==> config.mk <==
export PLATFORM = sky130hd
export DESIGN_NAME = ccu_top
export DESIGN_NICKNAME = d
export VERILOG_FILES = /design/src/rtl/ace_pkg.sv /design/src/rtl/ccu_pkg.sv /design/src/rtl/req_intake.sv /design/src/rtl/snoop_ctrl.sv /design/src/rtl/line_return.sv /design/src/rtl/ccu_top.sv
export VERILOG_INCLUDE_DIRS = /design/src /design/src/include
export SDC_FILE = /design/constraint.sdc
export NUM_CORES = 1
export LEC_CHECK = 0
export BUFFER_PORTS_ARGS = -buffer_cell sky130_fd_sc_hd__buf_2
export CAP_MARGIN = 20
export CORE_AREA = 2 2 220 222
export DETAILED_ROUTE_END_ITERATION = 16
export DIE_AREA = 0 0 222 224
export SLEW_MARGIN = 20
export SYNTH_ARGS = -nofsm -noshare
export SYNTH_HDL_FRONTEND = slang
export SYNTH_HIERARCHICAL = 1
export SYNTH_SLANG_ARGS = --single-unit
==> constraint.sdc <==
create_clock -name clk_i -period 4.29 [get_ports clk_i]
set_input_delay 0.429 -clock clk_i [delete_from_list [all_inputs] [get_ports clk_i]]
set_output_delay 0.429 -clock clk_i [all_outputs]
set_load 0.05 [all_outputs]
==> src/include/ccu_settings.svh <==
// build-time sizes of the coherence unit, shared by packages and RTL
// the line length is fixed at two words; the return path is built for that value
`ifndef CCU_SETTINGS_SVH
`define CCU_SETTINGS_SVH

// number of cache ports on the snoop side
`define CCU_NUM_PORTS 4

// address width of the read and snoop channels
`define CCU_ADDR_W 32

// data word width
`define CCU_DATA_W 64

// low id bits chosen by the requesting cache
`define CCU_TAG_W 4

// words per cache line
`define CCU_LINE_WORDS 2

`endif

==> src/rtl/ace_pkg.sv <==
// channel types for the read, snoop and memory sides of the coherence unit
// id upper bits carry the requesting port index
`include "ccu_settings.svh"

package ace_pkg;

    typedef logic [`CCU_ADDR_W-1:0] addr_t;
    typedef logic [`CCU_DATA_W-1:0] data_t;
    // tag from the cache, port index on top
    typedef logic [`CCU_TAG_W+$clog2(`CCU_NUM_PORTS)-1:0] id_t;
    typedef logic [3:0] snoop_t;

    typedef struct packed {
        addr_t  addr;
        id_t    id;
        snoop_t snoop;
    } ar_chan_t;

    typedef struct packed {
        data_t data;
        id_t   id;
        logic  last;
        logic  is_shared;
        logic  pass_dirty;
    } r_chan_t;

    typedef struct packed {
        addr_t  addr;
        snoop_t snoop;
    } ac_chan_t;

    typedef struct packed {
        logic data_transfer;
        logic is_shared;
        logic pass_dirty;
        logic error;
    } cr_resp_t;

    typedef struct packed {
        data_t data;
        logic  last;
    } cd_chan_t;

    typedef struct packed {
        data_t data;
        logic  last;
    } mem_r_chan_t;

endpackage

==> src/rtl/ccu_pkg.sv <==
// internal types of the coherence unit: port masks, controller states, routing
`include "ccu_settings.svh"

package ccu_pkg;

    typedef logic [`CCU_NUM_PORTS-1:0] port_mask_t;
    typedef logic [$clog2(`CCU_NUM_PORTS)-1:0] port_idx_t;

    typedef enum logic [2:0] {
        st_idle,
        st_snoop_send,
        st_snoop_wait,
        st_line_xfer,
        st_mem_req,
        st_mem_read
    } ccu_state_e;

    // origin of the line returned to the requester
    typedef enum logic [1:0] {
        src_none,
        src_snoop,
        src_mem
    } data_src_e;

    // fields only meaningful while source is not none
    typedef struct packed {
        data_src_e  source;
        port_idx_t  first_responder;
        port_mask_t data_ports;
        logic       shared;
        logic       dirty;
    } route_t;

endpackage

==> src/rtl/req_intake.sv <==
// single-slot read request holder; a new request is taken only after done
// the initiator mask is decoded from the held id and is valid while req_valid_o is high
`timescale 1ns/1ps
`include "ccu_settings.svh"

module req_intake (
    input  logic                clk_i,
    input  logic                rst_ni,
    input  logic                ar_valid_i,
    input  ace_pkg::ar_chan_t   ar_i,
    output logic                ar_ready_o,
    input  logic                done_i,
    output logic                req_valid_o,
    output ace_pkg::ar_chan_t   req_o,
    output ccu_pkg::port_mask_t initiator_o
);

    import ace_pkg::*;
    import ccu_pkg::*;

    logic      busy_q;
    logic      accept;
    ar_chan_t  req_q;
    port_idx_t init_idx;

    assign ar_ready_o = ~busy_q;
    assign accept     = ar_valid_i & ar_ready_o;

    // slot occupied from acceptance until the controller reports done
    always_ff @(posedge clk_i, negedge rst_ni) begin
        if (!rst_ni) begin
            busy_q <= 1'b0;
        end else if (accept) begin
            busy_q <= 1'b1;
        end else if (done_i) begin
            busy_q <= 1'b0;
        end
    end

    always_ff @(posedge clk_i) begin
        if (accept) begin
            req_q <= ar_i;
        end
    end

    assign req_valid_o = busy_q;
    assign req_o       = req_q;

    // port index sits right above the cache's own tag bits
    assign init_idx = req_q.id[`CCU_TAG_W +: $bits(port_idx_t)];

    always_comb begin
        initiator_o           = '0;
        initiator_o[init_idx] = 1'b1;
    end

endmodule

==> src/rtl/snoop_ctrl.sv <==
// controller for one read at a time: snoop all other ports, then pick snoop data or memory
// the requesting port is never snooped; its bits are preset in the ack and response masks
`timescale 1ns/1ps
`include "ccu_settings.svh"

module snoop_ctrl (
    input  logic                                     clk_i,
    input  logic                                     rst_ni,
    input  logic                                     req_valid_i,
    input  ace_pkg::ar_chan_t                        req_i,
    input  ccu_pkg::port_mask_t                      initiator_i,
    output ccu_pkg::port_mask_t                      ac_valid_o,
    input  ccu_pkg::port_mask_t                      ac_ready_i,
    output ace_pkg::ac_chan_t                        ac_o,
    input  ccu_pkg::port_mask_t                      cr_valid_i,
    input  ace_pkg::cr_resp_t [`CCU_NUM_PORTS-1:0]   cr_i,
    output ccu_pkg::port_mask_t                      cr_ready_o,
    output logic                                     mem_ar_valid_o,
    output ace_pkg::ar_chan_t                        mem_ar_o,
    input  logic                                     mem_ar_ready_i,
    output ccu_pkg::route_t                          route_o,
    input  logic                                     line_done_i,
    output logic                                     done_o
);

    import ace_pkg::*;
    import ccu_pkg::*;

    ccu_state_e state_d, state_q;
    // sticky per-port masks for the current snoop round
    port_mask_t ac_ack_d, ac_ack_q;
    port_mask_t cr_got_d, cr_got_q;
    port_mask_t data_d, data_q;
    logic       shared_d, shared_q;
    logic       dirty_d, dirty_q;
    port_idx_t  first_idx;

    // ------------------------------------------------------------------------
    // state and sticky masks
    // ------------------------------------------------------------------------
    always_ff @(posedge clk_i, negedge rst_ni) begin
        if (!rst_ni) begin
            state_q  <= st_idle;
            ac_ack_q <= '0;
            cr_got_q <= '0;
            data_q   <= '0;
            shared_q <= 1'b0;
            dirty_q  <= 1'b0;
        end else begin
            state_q  <= state_d;
            ac_ack_q <= ac_ack_d;
            cr_got_q <= cr_got_d;
            data_q   <= data_d;
            shared_q <= shared_d;
            dirty_q  <= dirty_d;
        end
    end

    always_comb begin
        state_d        = state_q;
        ac_ack_d       = ac_ack_q;
        cr_got_d       = cr_got_q;
        data_d         = data_q;
        shared_d       = shared_q;
        dirty_d        = dirty_q;
        ac_valid_o     = '0;
        cr_ready_o     = '0;
        mem_ar_valid_o = 1'b0;
        done_o         = 1'b0;

        case (state_q)
            st_idle: begin
                if (req_valid_i) begin
                    state_d  = st_snoop_send;
                    ac_ack_d = initiator_i;
                    cr_got_d = initiator_i;
                    data_d   = '0;
                    shared_d = 1'b0;
                    dirty_d  = 1'b0;
                end
            end

            st_snoop_send: begin
                // each port drops valid once its own snoop is taken
                ac_valid_o = ~ac_ack_q;
                ac_ack_d   = ac_ack_q | (ac_valid_o & ac_ready_i);
                if (&ac_ack_d) begin
                    state_d = st_snoop_wait;
                end
            end

            st_snoop_wait: begin
                cr_ready_o = ~cr_got_q;
                for (int i = 0; i < `CCU_NUM_PORTS; i++) begin
                    if (cr_valid_i[i] && cr_ready_o[i]) begin
                        cr_got_d[i] = 1'b1;
                        data_d[i]   = cr_i[i].data_transfer & ~cr_i[i].error;
                        shared_d    = shared_d | cr_i[i].is_shared;
                        dirty_d     = dirty_d | cr_i[i].pass_dirty;
                    end
                end
                if (&cr_got_d) begin
                    state_d = (|data_d) ? st_line_xfer : st_mem_req;
                end
            end

            st_mem_req: begin
                mem_ar_valid_o = 1'b1;
                if (mem_ar_ready_i) begin
                    state_d = st_mem_read;
                end
            end

            st_line_xfer, st_mem_read: begin
                if (line_done_i) begin
                    done_o  = 1'b1;
                    state_d = st_idle;
                end
            end

            default: state_d = st_idle;
        endcase
    end

    // ------------------------------------------------------------------------
    // data source selection
    // ------------------------------------------------------------------------
    // lowest-numbered valid data holder wins
    always_comb begin
        first_idx = '0;
        for (int i = `CCU_NUM_PORTS - 1; i >= 0; i--) begin
            if (data_q[i]) begin
                first_idx = port_idx_t'(i);
            end
        end
    end

    always_comb begin
        case (state_q)
            st_line_xfer:            route_o.source = src_snoop;
            st_mem_req, st_mem_read: route_o.source = src_mem;
            default:                 route_o.source = src_none;
        endcase
        route_o.first_responder = first_idx;
        route_o.data_ports      = data_q;
        route_o.shared          = shared_q;
        route_o.dirty           = dirty_q;
    end

    // snoop and memory requests reuse the held request
    assign ac_o.addr  = req_i.addr;
    assign ac_o.snoop = req_i.snoop;
    assign mem_ar_o   = req_i;

endmodule

==> src/rtl/line_return.sv <==
// return path to the requester: snoop line buffer or memory pass-through
// counters clear while the route source is none, so one line per transaction
`timescale 1ns/1ps
`include "ccu_settings.svh"

module line_return (
    input  logic                                   clk_i,
    input  logic                                   rst_ni,
    input  ccu_pkg::route_t                        route_i,
    input  ace_pkg::id_t                           req_id_i,
    input  ccu_pkg::port_mask_t                    cd_valid_i,
    input  ace_pkg::cd_chan_t [`CCU_NUM_PORTS-1:0] cd_i,
    output ccu_pkg::port_mask_t                    cd_ready_o,
    input  logic                                   mem_r_valid_i,
    input  ace_pkg::mem_r_chan_t                   mem_r_i,
    output logic                                   mem_r_ready_o,
    output logic                                   r_valid_o,
    output ace_pkg::r_chan_t                       r_o,
    input  logic                                   r_ready_i,
    output logic                                   line_done_o
);

    import ace_pkg::*;
    import ccu_pkg::*;

    localparam int unsigned WORD_IDX_W = $clog2(`CCU_LINE_WORDS);
    localparam int unsigned CNT_W      = $clog2(`CCU_LINE_WORDS + 1);

    typedef logic [CNT_W-1:0] beat_cnt_t;

    data_t      line_q [`CCU_LINE_WORDS];
    beat_cnt_t  stored_q;
    beat_cnt_t  sent_q;
    port_mask_t last_seen_q;
    port_mask_t cd_fire;
    port_mask_t cd_last;
    logic       snoop_src;
    logic       mem_src;
    logic       fr_fire;
    logic       r_fire;

    assign snoop_src = (route_i.source == src_snoop);
    assign mem_src   = (route_i.source == src_mem);

    // ------------------------------------------------------------------------
    // snoop data intake
    // ------------------------------------------------------------------------
    // every data holder is drained, only the first responder is kept
    assign cd_ready_o = snoop_src ? (route_i.data_ports & ~last_seen_q) : '0;
    assign cd_fire    = cd_valid_i & cd_ready_o;
    assign fr_fire    = cd_fire[route_i.first_responder];

    always_comb begin
        for (int i = 0; i < `CCU_NUM_PORTS; i++) begin
            cd_last[i] = cd_i[i].last;
        end
    end

    // words land in arrival order
    always_ff @(posedge clk_i) begin
        if (fr_fire) begin
            line_q[stored_q[WORD_IDX_W-1:0]] <= cd_i[route_i.first_responder].data;
        end
    end

    always_ff @(posedge clk_i, negedge rst_ni) begin
        if (!rst_ni) begin
            stored_q    <= '0;
            sent_q      <= '0;
            last_seen_q <= '0;
        end else if (route_i.source == src_none) begin
            stored_q    <= '0;
            sent_q      <= '0;
            last_seen_q <= '0;
        end else begin
            if (fr_fire) begin
                stored_q <= stored_q + 1'b1;
            end
            if (r_fire) begin
                sent_q <= sent_q + 1'b1;
            end
            last_seen_q <= last_seen_q | (cd_fire & cd_last);
        end
    end

    // ------------------------------------------------------------------------
    // r channel to the requester
    // ------------------------------------------------------------------------
    always_comb begin
        r_valid_o = 1'b0;
        r_o       = '0;
        r_o.id    = req_id_i;
        if (snoop_src) begin
            // beat k goes out once word k is in the buffer
            r_valid_o      = (sent_q < stored_q);
            r_o.data       = line_q[sent_q[WORD_IDX_W-1:0]];
            r_o.last       = (sent_q == beat_cnt_t'(`CCU_LINE_WORDS - 1));
            r_o.is_shared  = route_i.shared;
            r_o.pass_dirty = route_i.dirty;
        end else if (mem_src) begin
            // memory data carries no coherence flags
            r_valid_o = mem_r_valid_i;
            r_o.data  = mem_r_i.data;
            r_o.last  = mem_r_i.last;
        end
    end

    assign mem_r_ready_o = mem_src & r_ready_i;
    assign r_fire        = r_valid_o & r_ready_i;

    // full line sent and all extra holders drained
    assign line_done_o = (snoop_src | mem_src)
                       & (sent_q == beat_cnt_t'(`CCU_LINE_WORDS))
                       & (last_seen_q == route_i.data_ports);

endmodule

==> src/rtl/ccu_top.sv <==
// read-only snoop coherence unit with one request port, per-cache snoop ports and memory
// one transaction in flight; a single snoop request is broadcast to all ports
`timescale 1ns/1ps
`include "ccu_settings.svh"

module ccu_top (
    input  logic                                   clk_i,
    input  logic                                   rst_ni,
    // read request from a cache
    input  logic                                   ar_valid_i,
    input  ace_pkg::ar_chan_t                      ar_i,
    output logic                                   ar_ready_o,
    // line back to the requester
    output logic                                   r_valid_o,
    output ace_pkg::r_chan_t                       r_o,
    input  logic                                   r_ready_i,
    // snoop channels
    output ccu_pkg::port_mask_t                    ac_valid_o,
    input  ccu_pkg::port_mask_t                    ac_ready_i,
    output ace_pkg::ac_chan_t                      ac_o,
    input  ccu_pkg::port_mask_t                    cr_valid_i,
    input  ace_pkg::cr_resp_t [`CCU_NUM_PORTS-1:0] cr_i,
    output ccu_pkg::port_mask_t                    cr_ready_o,
    input  ccu_pkg::port_mask_t                    cd_valid_i,
    input  ace_pkg::cd_chan_t [`CCU_NUM_PORTS-1:0] cd_i,
    output ccu_pkg::port_mask_t                    cd_ready_o,
    // memory
    output logic                                   mem_ar_valid_o,
    output ace_pkg::ar_chan_t                      mem_ar_o,
    input  logic                                   mem_ar_ready_i,
    input  logic                                   mem_r_valid_i,
    input  ace_pkg::mem_r_chan_t                   mem_r_i,
    output logic                                   mem_r_ready_o
);

    import ace_pkg::*;
    import ccu_pkg::*;

    logic       req_valid;
    ar_chan_t   req;
    port_mask_t initiator;
    route_t     route;
    logic       line_done;
    logic       done;

    req_intake req_intake_i (
        .clk_i       (clk_i),
        .rst_ni      (rst_ni),
        .ar_valid_i  (ar_valid_i),
        .ar_i        (ar_i),
        .ar_ready_o  (ar_ready_o),
        .done_i      (done),
        .req_valid_o (req_valid),
        .req_o       (req),
        .initiator_o (initiator)
    );

    snoop_ctrl snoop_ctrl_i (
        .clk_i          (clk_i),
        .rst_ni         (rst_ni),
        .req_valid_i    (req_valid),
        .req_i          (req),
        .initiator_i    (initiator),
        .ac_valid_o     (ac_valid_o),
        .ac_ready_i     (ac_ready_i),
        .ac_o           (ac_o),
        .cr_valid_i     (cr_valid_i),
        .cr_i           (cr_i),
        .cr_ready_o     (cr_ready_o),
        .mem_ar_valid_o (mem_ar_valid_o),
        .mem_ar_o       (mem_ar_o),
        .mem_ar_ready_i (mem_ar_ready_i),
        .route_o        (route),
        .line_done_i    (line_done),
        .done_o         (done)
    );

    line_return line_return_i (
        .clk_i         (clk_i),
        .rst_ni        (rst_ni),
        .route_i       (route),
        .req_id_i      (req.id),
        .cd_valid_i    (cd_valid_i),
        .cd_i          (cd_i),
        .cd_ready_o    (cd_ready_o),
        .mem_r_valid_i (mem_r_valid_i),
        .mem_r_i       (mem_r_i),
        .mem_r_ready_o (mem_r_ready_o),
        .r_valid_o     (r_valid_o),
        .r_o           (r_o),
        .r_ready_i     (r_ready_i),
        .line_done_o   (line_done)
    );

endmodule

* Word level (Yosys, flattened, before mapping) *
Memory sizes are Yosys's and may differ from the RTL's.
Cells that the tools add are included.

word-level totals
  flip-flop bits (word level) = 68
  RAM bits = 128
  input port bits = 401
  output and inout bits = 167
  logic and storage cells = 165
  memories kept = 1

cells by class
  $add $sub $neg = 2
  $lt $le $gt $ge = 4
  equality and inequality tests = 15
  muxes and demuxes = 78
  bitwise logic cells = 32
  reductions and logical operators = 20

memories
  memory                words  bits a word  read ports  clocked after memory_dff  wr ports  line               RTL
  line_return_i.line_q  2      64           1           0                         1         line_return.sv:31  data_t line_q [`CCU_LINE_WORDS];

operators by type and width
  cell                                                         count
  binary-select mux 65 bit (select 2 bit)                      1
  2-to-1 mux 64 bit                                            2
  2-to-1 mux 65 bit                                            1
  2-to-1 mux 1 bit                                             44
  2-to-1 mux 4 bit                                             6
  case mux 4 bit (2 select lines)                              3
  2-to-1 mux 2 bit                                             9
  2-to-1 mux 3 bit                                             6
  bitwise AND 4 bit                                            4
  case mux 3 bit (5 select lines)                              1
  inverter 4 bit                                               3
  nonzero test 2 bit                                           5
  bitwise AND 1 bit                                            9
  OR 1 bit                                                     9
  OR 4 bit                                                     2
  AND reduction 4 bit                                          2
  equality test 3 x 2 -> 1 bit (second input constant)         2
  equality test 3 bit (second input constant)                  2
  less-than comparator 2 x 3 -> 1 bit (second input constant)  2
  != test 2 bit (second input constant)                        3
  logical AND 1 bit                                            5
  inverter 1 bit                                               5
  AND reduction 5 bit                                          1
  adder 2 x 1 -> 2 bit (second input constant)                 2
  other kinds (16)                                             22

* Longest topological paths before layout *
Gate-level depths: netlist (run 1).

  word-level depth = 13
  gate-level depth with buffers = 10
  mapped depth without buffers = 10

* Cells and area by module *
The synthesis (run 1) kept the hierarchy.

modules (own cells, without submodules)
  module       times used  cells an instance  area an instance (µm²)  seq. area each (µm²)
  line_return  1           500                7360.8                  4043.9
  snoop_ctrl   1           204                1672.9                  425.4
  req_intake   1           50                 1328.8                  1286.2

* Least setup slack after synthesis (run 1) *
OpenSTA, ideal clock, no wires.

  kind = reg2reg
  from = register snoop_ctrl_i.data_q[1]
  to = register line_return_i.stored_q[1]
  setup time = 0.128 ns
  data arrival time = 4.488 ns
  data required time = 4.162 ns
  setup slack = -0.326 ns
  cell stages (with the launch flop) = 5
  path buffers = 0
  clock period less this slack = 4.616 ns
  cell sequence = dfrtp_1 -> nor3_1 -> mux4_2 -> nor2_1 -> mux2_2

RTL lines
  element                 line               RTL
  start, declared         snoop_ctrl.sv:33   port_mask_t data_d, data_q;
  start signal, assigned  snoop_ctrl.sv:53   data_q <= data_d;
  end signal, assigned    line_return.sv:77  stored_q <= stored_q + 1'b1;
  end, declared           line_return.sv:32  beat_cnt_t stored_q;

==> metrics.md, run 1 <==
| Metric | Value |
|---|---|
| Skew final | `13.9 ps` |
| CP arrival | `3380 ps` |
| DRC viols | `0` |
| Root Driver | `clkbuf_16` |
| Delay-heaviest family, CP | `simple AND/OR/NAND/NOR gates` |
| Avg Cell Area, Syn | `roughly 14 um2` |
| First-pass GRT wire length | `49700 um` |
| Static Leak | `roughly 5.6 nW` |
| Setup Fix Bufs, Post-CTS | `0` |
| Initial Utilization | `0.219` |
| Tcrit/Tclk final | `0.889` |
| Final ANT Viol Nets | `0` |
| Clk slew on worst S/H paths | `80 ps` |
| Wire length per cell | `18.6 um` |
| Buf/Inv on CP | `3` |
| GRT Total Usage | `0.137` |
| Vias in the first global route | `8299` |
| Mapped Cells | `754` |
| Initial antenna violation count | `4` |
| DP Wirelength | `27300 um` |
| # rows | `80` |
| Worst setup SP type | `flop` |
| Setup violators final | `0` |
| Met1 GRT Util | `0.155` |
| Final RePlAce weighted congestion | `between 0.8 and 0.9` |
| Hold Path Class | `in2reg` |
| Relative slew margins | `0.337` |
| Die area | `a little under 50000 um2` |
| Synthesis-stage register bit count | `196` |
| Core area | `roughly 47000 um2` |
| Fillers | `4886` |
| Largest net degree at the start of global routing | `66` |
| CTS tree | `done` |
| PnR worst setup slack | `476 ps` |
| Die Width | `222 um` |
| WP data required | `3860 ps` |
| CP Capture Type | `output pin` |
| Outcome | `complete, no violations` |
| I/O pin count | `568` |
| Gr ovfl total | `0` |
| Sequential area share after synthesis | `0.555` |
| Critical path's slowest cell | `and2b_4` |
| Port Buffer Count | `567` |
| Max Cap Viol | `0` |
| Critical path cell sequence | `nand2b_1, inv_1, inv_1, ha_1, and2b_4, nand2_1, o21ai_0, buf_2` |
| Max-slew violations | `0` |
| Met3 GRT Util | `0.0386` |
| Buffer depth of the longest clock path | `2` |
| Vias per cell | `4.39` |
| Worst IR Drop VDD | `0.245 mV` |
| Library cells used by synthesis | `47` |
| Dpl ws | `987 ps` |
| Setup_tns | `0 ps` |
| CP max stage delay | `900 ps` |
| Setup CP Type | `reg2out` |
| Unrepaired setup endpoints after global routing | `false` |
| P&R area growth vs syn | `33.4%` |
| Net count after synthesis | `~1200` |
| Mapped cell area | `~10000 um2` |
| Ant. Diodes | `0` |
| Most frequent CP cell | `inv_1` |
| Power, Total | `0.00716 W` |
| Detailed Route Iter0 Violations | `442` |
| Max Clk Rate | `262 MHz` |
| WL final | `34400 um` |
| Crit Path Max Fanout | `65` |
| GR Layer Usage met2 | `0.236` |
| Clock buffer count from CTS | `17` |
| Final min period | `3810 ps` |
| H-tree levels | `4` |
| Ys Warns | `6` |
| Vias after detailed routing | `8128` |
| Nets | `between 1500 and 2000` |
| Layout cell share with drive strength beyond 1 | `0.561` |
| Hold Vio Cnt, Final | `0` |
| Sink Count | `196` |
| Power per standard cell area | `518 nW/um2` |
| Busiest layer in global routing | `met2` |
| Worst-Margin Slew | `994 ps` |
| DR pass1 iterations | `4` |
| Worst-skew pair later-pin latency | `480 ps` |
| Die Span Y | `224 um` |
[metal layers]
metal  routed length, um  vias to the layer above
met2               17200                      455
li1                    -                     3683
met1               13500                     3933
met4                1270                        6
met3                2370                       51
met5                  42                        -
[where the power goes]
part	internal, W	switching (W)
sequential	0.00235	0.0000909
combinational	0.00112	0.00203
clock	0.000775	0.000793
[cells in the mapped netlist, drive strengths merged]
| master | count | area [um2] |
|---|---|---|
| a211o | 1 | 8.76 |
| a21boi | 1 | 11.3 |
| a21oi | 18 | 97.6 |
| a221oi | 2 | 17.5 |
| a22o | 3 | 26.3 |
| a32oi | 1 | 8.76 |
| a41oi | 1 | 8.76 |
| and2 | 9 | 58.8 |
| and2b | 1 | 7.51 |
| and3 | 1 | 7.51 |
| buf | 117 | 845 |
| clkbuf | 11 | 41.3 |
| dfrtp | 26 | 651 |
| edfxtp | 170 | 5100 |
| ha | 10 | 125 |
| inv | 23 | 86.3 |
| mux2 | 3 | 33.8 |
| mux2i | 68 | 681 |
| mux4 | 65 | 1460 |
| nand2 | 82 | 332 |
| nand2b | 3 | 18.8 |
| nand3 | 5 | 25.0 |
| nand4 | 2 | 12.5 |
| nor2 | 25 | 93.8 |
| nor2b | 12 | 77.6 |
| nor3 | 2 | 10.0 |
| o21ai | 78 | 394 |
| o21bai | 1 | 7.51 |
| o221ai | 1 | 8.76 |
| o22a | 1 | 8.76 |
| o22ai | 3 | 18.8 |
| o31ai | 2 | 15.0 |
| o32a | 1 | 10.0 |
| or3 | 1 | 6.26 |
| or3b | 3 | 26.3 |
| or4b | 1 | 13.8 |
[layout make-up]
class,count,area [um2],share of cell area
multi-input cells,407,3660,0.265
well taps,615,769,0.0557
inverters,23,87.6,0.00633
clock buffers,17,425,0.0308
flip-flops and latches,196,5760,0.417
repair buffers,579,2970,0.215
clock inverters,15,154,0.0111
[timing repair]
| action | in CTS | in global routing |
|---|---|---|
| hold endpoints to repair | 26 | 0 |
| hold buffers | 1 | 0 |
| resized for setup | 0 | 0 |
[cell families (layout without fill, tap and decap cells)]
group	Yosys count	in the layout	synth area share
adders and majority gates	10	10	0.0121
buffers and inverters	151	634	0.0938
AOI/OAI and AO/OA	114	114	0.0619
muxes	136	136	0.210
DFF	196	196	0.555
and+or+nand+nor	147	147	0.0665
[state kept, by name, indices dropped and copies added (netlist names)]
name / flops
line_return_i/line_q: 128
req_intake_i/req_o: 42
line_return_i/last_seen_q: 4
snoop_ctrl_i/ac_ack_q: 4
snoop_ctrl_i/cr_got_q: 4
snoop_ctrl_i/data_q: 4
snoop_ctrl_i/state_q: 3
line_return_i/sent_q: 2
line_return_i/stored_q: 2
req_intake_i/req_valid_o: 1
snoop_ctrl_i/dirty_q: 1
snoop_ctrl_i/shared_q: 1
[through the flow]
step	instance area (um2)	instances	utilization	hold slack (ps)
after floorplan	10400	754	-	133
after global placement	13200	1818	0.279	465
after detailed placement	13200	1819	0.280	470
after CTS	13800	1852	0.292	52.6
after global routing	13800	1852	0.292	76.6
final	13800	1852	0.292	122
[cells in the final DEF (no fill, tap or decap), drive strengths merged, types with 5 or more instances in the layout]
master	netlist	layout
edfxtp	170	170
nor2b	12	12
a21oi	18	18
o21ai	78	78
dfrtp	26	26
and2	9	9
nor2	25	25
nand3	5	5
mux2i	68	68
nand2	82	82
inv	23	30
ha	10	10
buf	117	578
clkinv	0	8
mux4	65	65
clkbuf	11	17
[path summary, 6_finish.rpt]
kind | from | endpoint | slack, ps | depth (start not counted)
min reg2reg | snoop_ctrl_i/shared_q | snoop_ctrl_i/shared_q | 490 | 2
min in group asynchronous | rst_ni | line_return_i/stored_q[0] | 510 | 2
max | snoop_ctrl_i/state_q[1] | r_o[34] | 480 | 8
max reg2reg | snoop_ctrl_i/state_q[1] | line_return_i/sent_q[1] | 1310 | 8
min | ar_i[0] | req_intake_i/req_o[0] | 120 | 1
max in group asynchronous | rst_ni | line_return_i/sent_q[0] | 3300 | 2
(Power assumes the default switching activity.)
==> inputs of run 2 (changes only) <==
--- a/config.mk
+++ b/config.mk
@@ -6,11 +6,12 @@
 export SDC_FILE = /design/constraint.sdc
 export NUM_CORES = 1
 export LEC_CHECK = 0
+export ABC_AREA = 1
 export BUFFER_PORTS_ARGS = -buffer_cell sky130_fd_sc_hd__buf_2
 export CAP_MARGIN = 20
-export CORE_AREA = 2 2 220 222
+export CORE_AREA = 2 2 224 226
 export DETAILED_ROUTE_END_ITERATION = 16
-export DIE_AREA = 0 0 222 224
+export DIE_AREA = 0 0 226 228
 export SLEW_MARGIN = 20
 export SYNTH_ARGS = -nofsm -noshare
 export SYNTH_HDL_FRONTEND = slang
==> run 2 against run 1 <==
Final cell count up 26%. Clock power about the same. Setup slack better by 200 ps. Sequential power up 25%. Non-clock buffer count grew 5. Critical path type unchanged. Largest cell class unchanged.
==> metrics.md, run 2 <==
| Metric | Value |
|---|---|
| Static Leak | `6.26 nW` |
| Nets | `2057` |
| Buffer depth of the longest clock path | `2` |
| Mapped cell area | `10700 um2` |
| Post-Synth Adder-Cell Area | `0.0117` |
| Vias in the first global route | `10300` |
| GRT Total Usage | `0.162` |
| Detailed Route Iter0 Violations | `852` |
| Gr ovfl total | `0` |
| CP arrival | `3190 ps` |
| Post-synth top flop | `edfxtp_1` |
| Avg Cell Area, Syn | `8.91 um2` |
| Root Driver | `clkbuf_16` |
| Power per standard cell area | `667 nW/um2` |
| Largest family of logic cells by synthesized area | `compound AO/OA/AOI/OAI gates` |
| Critical path cell sequence | `inv_2, nand2_1, nor2_1, inv_1, nand2_1, inv_1, ha_2, buf_4, buf_4, o21ai_0, o21ai_0, buf_2` |
| Ys Warns | `6` |
| Post-CTS sizing | `0` |
| Mux contribution to synthesized area | `0` |
| Top post-synthesis cells by count | `o21ai_0, nor2_1, edfxtp_1` |
| Max Clk Rate | `276 MHz` |
| Critical path's slowest cell | `dfrtp_1` |
| Layout cell share with drive strength beyond 1 | `0.389` |
| # rows | `82` |
| DR pass1 iterations | `5` |
| Vias after detailed routing | `approximately 11000` |
| CTS tree | `done` |
| Wire length per cell | `18.4 um` |
| Clk slew on worst S/H paths | `roughly 80 ps` |
| Max Cap Viol | `0` |
| Core area | `49300 um2` |
| Clock buffer count from CTS | `17` |
| Core Util, Final | `0.288` |
| Die Width | `226 um` |
| Setup Fix Bufs, Post-CTS | `0` |
| Post-synthesis xor/xnor area fraction | `0.000817` |
| Outcome | `complete, no violations` |
| Top post-synthesis cells by area | `edfxtp_1, o21ai_0, nor2_1` |
| Relative slew margins | `0.379` |
| Hold Path Class | `in2reg` |
| Largest net degree at the start of global routing | `131` |
| Worst-Margin Slew | `930 ps` |
| Leading area contributor after synthesis | `edfxtp_1` |
| Commonest non-fill, non-tap cells in the layout | `buf_2, o21ai_0, nor2_1` |
| Die Span Y | `228 um` |
| Net count after synthesis | `~1600` |
| Final RePlAce weighted congestion | `approximately 0.96` |
| Crit Path Max Fanout | `39` |
| Mapped Cells | `approximately 1200` |
| DP Wirelength | `33100 um` |
| Die area | `51500 um2` |
| Power, Total | `0.00947 W` |
| WP data required | `3860 ps` |
| Max-slew violations | `0` |
| Setup violators final | `0` |
| Worst IR Drop VDD | `approximately 0.46 mV` |
| EDFF count, synth | `170` |
| I/O pin count | `roughly 570` |
| Skew final | `~12 ps` |
| Max FFs per register | `roughly 130` |
| P&R area growth vs syn | `32.3%` |
| Compound-Gate Fraction of Synth Area | `0.176` |
| Vias per cell | `approximately 4.6` |
| Synth top area share | `0.476` |
| Final min period | `3620 ps` |
| Hold Vio Cnt, Final | `0` |
| Synthesis-stage register bit count | `196` |
| Ys async rst share | `0.133` |
| Worst setup SP type | `flop` |
| WL final | `43100 um` |
| Sequential area share after synthesis | `0.537` |
| Worst-skew pair later-pin latency | `480 ps` |
| Hold Slack | `~120 ps` |
| CP max stage delay | `~440 ps` |
| Most common cell after layout, fill and taps aside | `buf_2` |
| First-pass GRT wire length | `about 61000 um` |
| H-tree levels | `4` |
| CP Capture Type | `output pin` |
| Setup CP Type | `reg2out` |
| Most common cell in the netlist | `o21ai_0` |
| Simple-gate share of the synthesized area | `0.156` |
| Tcrit/Tclk final | `0.843` |
| DRC viols | `0` |
| Final ANT Viol Nets | `0` |
| Unrepaired setup endpoints after global routing | `false` |
| Sink Count | `196` |
| Library cells used by synthesis | `32` |
| Initial Utilization | `0.217` |
| Initial antenna violation count | `9` |
| Port Buffer Count | `567` |
[run 2: cell types whose count changed in the layout (fill, tap and decap cells not counted), sizes merged, moves of 11 or more]
cell,delta
mux4,-65
nand2,+77
nor2,+201
o22ai,+61
nand3,+14
o21ai,+198
a21oi,-11
nor2b,-12
mux2i,-68
inv,+47
[run 2: cell type report]
type | count | area, um2
Multi-Input combinational cell | 780 | 3740
Inverter | 67 | 259
Fill cell | 5276 | 35200
Sequential cell | 196 | 5760
Clock inverter | 15 | 153
Antenna cell | 4 | 10.0
Tap cell | 672 | 841
Clock buffer | 17 | 425
Timing Repair Buffer | 584 | 3010
[run 2: critical path: cells and delay by family, from the launching register on]
kind | cells | cell delay [ps]
fa+ha+maj | 1 | 210
buf+inv | 6 | 1350
compound gates | 2 | 400
simple gates | 3 | 270
flops | 1 | 440
[run 2: cell families (layout without fill, tap and decap cells)]
logic type	after synthesis	in the layout
AOI/OAI and AO/OA	355	355
xor gates and xnor gates	1	1
adders and majority gates	10	10
buffers and inverters	227	683
DFF	196	196
other	0	4
and+or+nand+nor	414	414
[run 2: per-stage QoR]
step	area [um2]	TNS [ps]	setup WS [ps]	instances
after CTS	14200	0	585	2331
final	14200	0	672	2335
after detailed placement	13600	0	1150	2298
after global routing	14200	0	412	2334
after floorplan	10700	-86040	-672	1203
after global placement	13600	0	1220	2298
[run 2: final timing paths]
| path | from | endpoint | slack (ps) | cells past startpoint |
|---|---|---|---|---|
| min | ar_i[9] | req_intake_i/req_o[9] | 120 | 1 |
| max in group asynchronous | rst_ni | line_return_i/sent_q[0] | 3320 | 2 |
| min reg2reg | line_return_i/last_seen_q[0] | line_return_i/last_seen_q[0] | 530 | 2 |
| max | snoop_ctrl_i/state_q[0] | r_o[35] | 670 | 12 |
| min in group asynchronous | rst_ni | line_return_i/last_seen_q[1] | 510 | 2 |
| max reg2reg | snoop_ctrl_i/state_q[0] | line_return_i/line_q[1][8] | 1310 | 15 |
[run 2: power by group]
part           leakage (nW)  internal (W)  switching [W]
Combinational          4.10       0.00115        0.00369
Sequential             1.88       0.00287       0.000175
Clock                 0.282      0.000777       0.000811
[run 2: what timing repair did]
item | 4_1_cts | 5_1_grt
endpoints found under the setup margin | 0 | 0
hold buffers | 1 | 0
endpoints found under the hold margin | 26 | 0
[run 2: metal layers]
metal,track usage,vias to the layer above,wire (um)
met4,0.0671,6,1310
li1,-,4951,-
met5,0,-,30
met3,0.0461,70,3940
met2,0.287,620,21400
met1,0.180,5021,16300
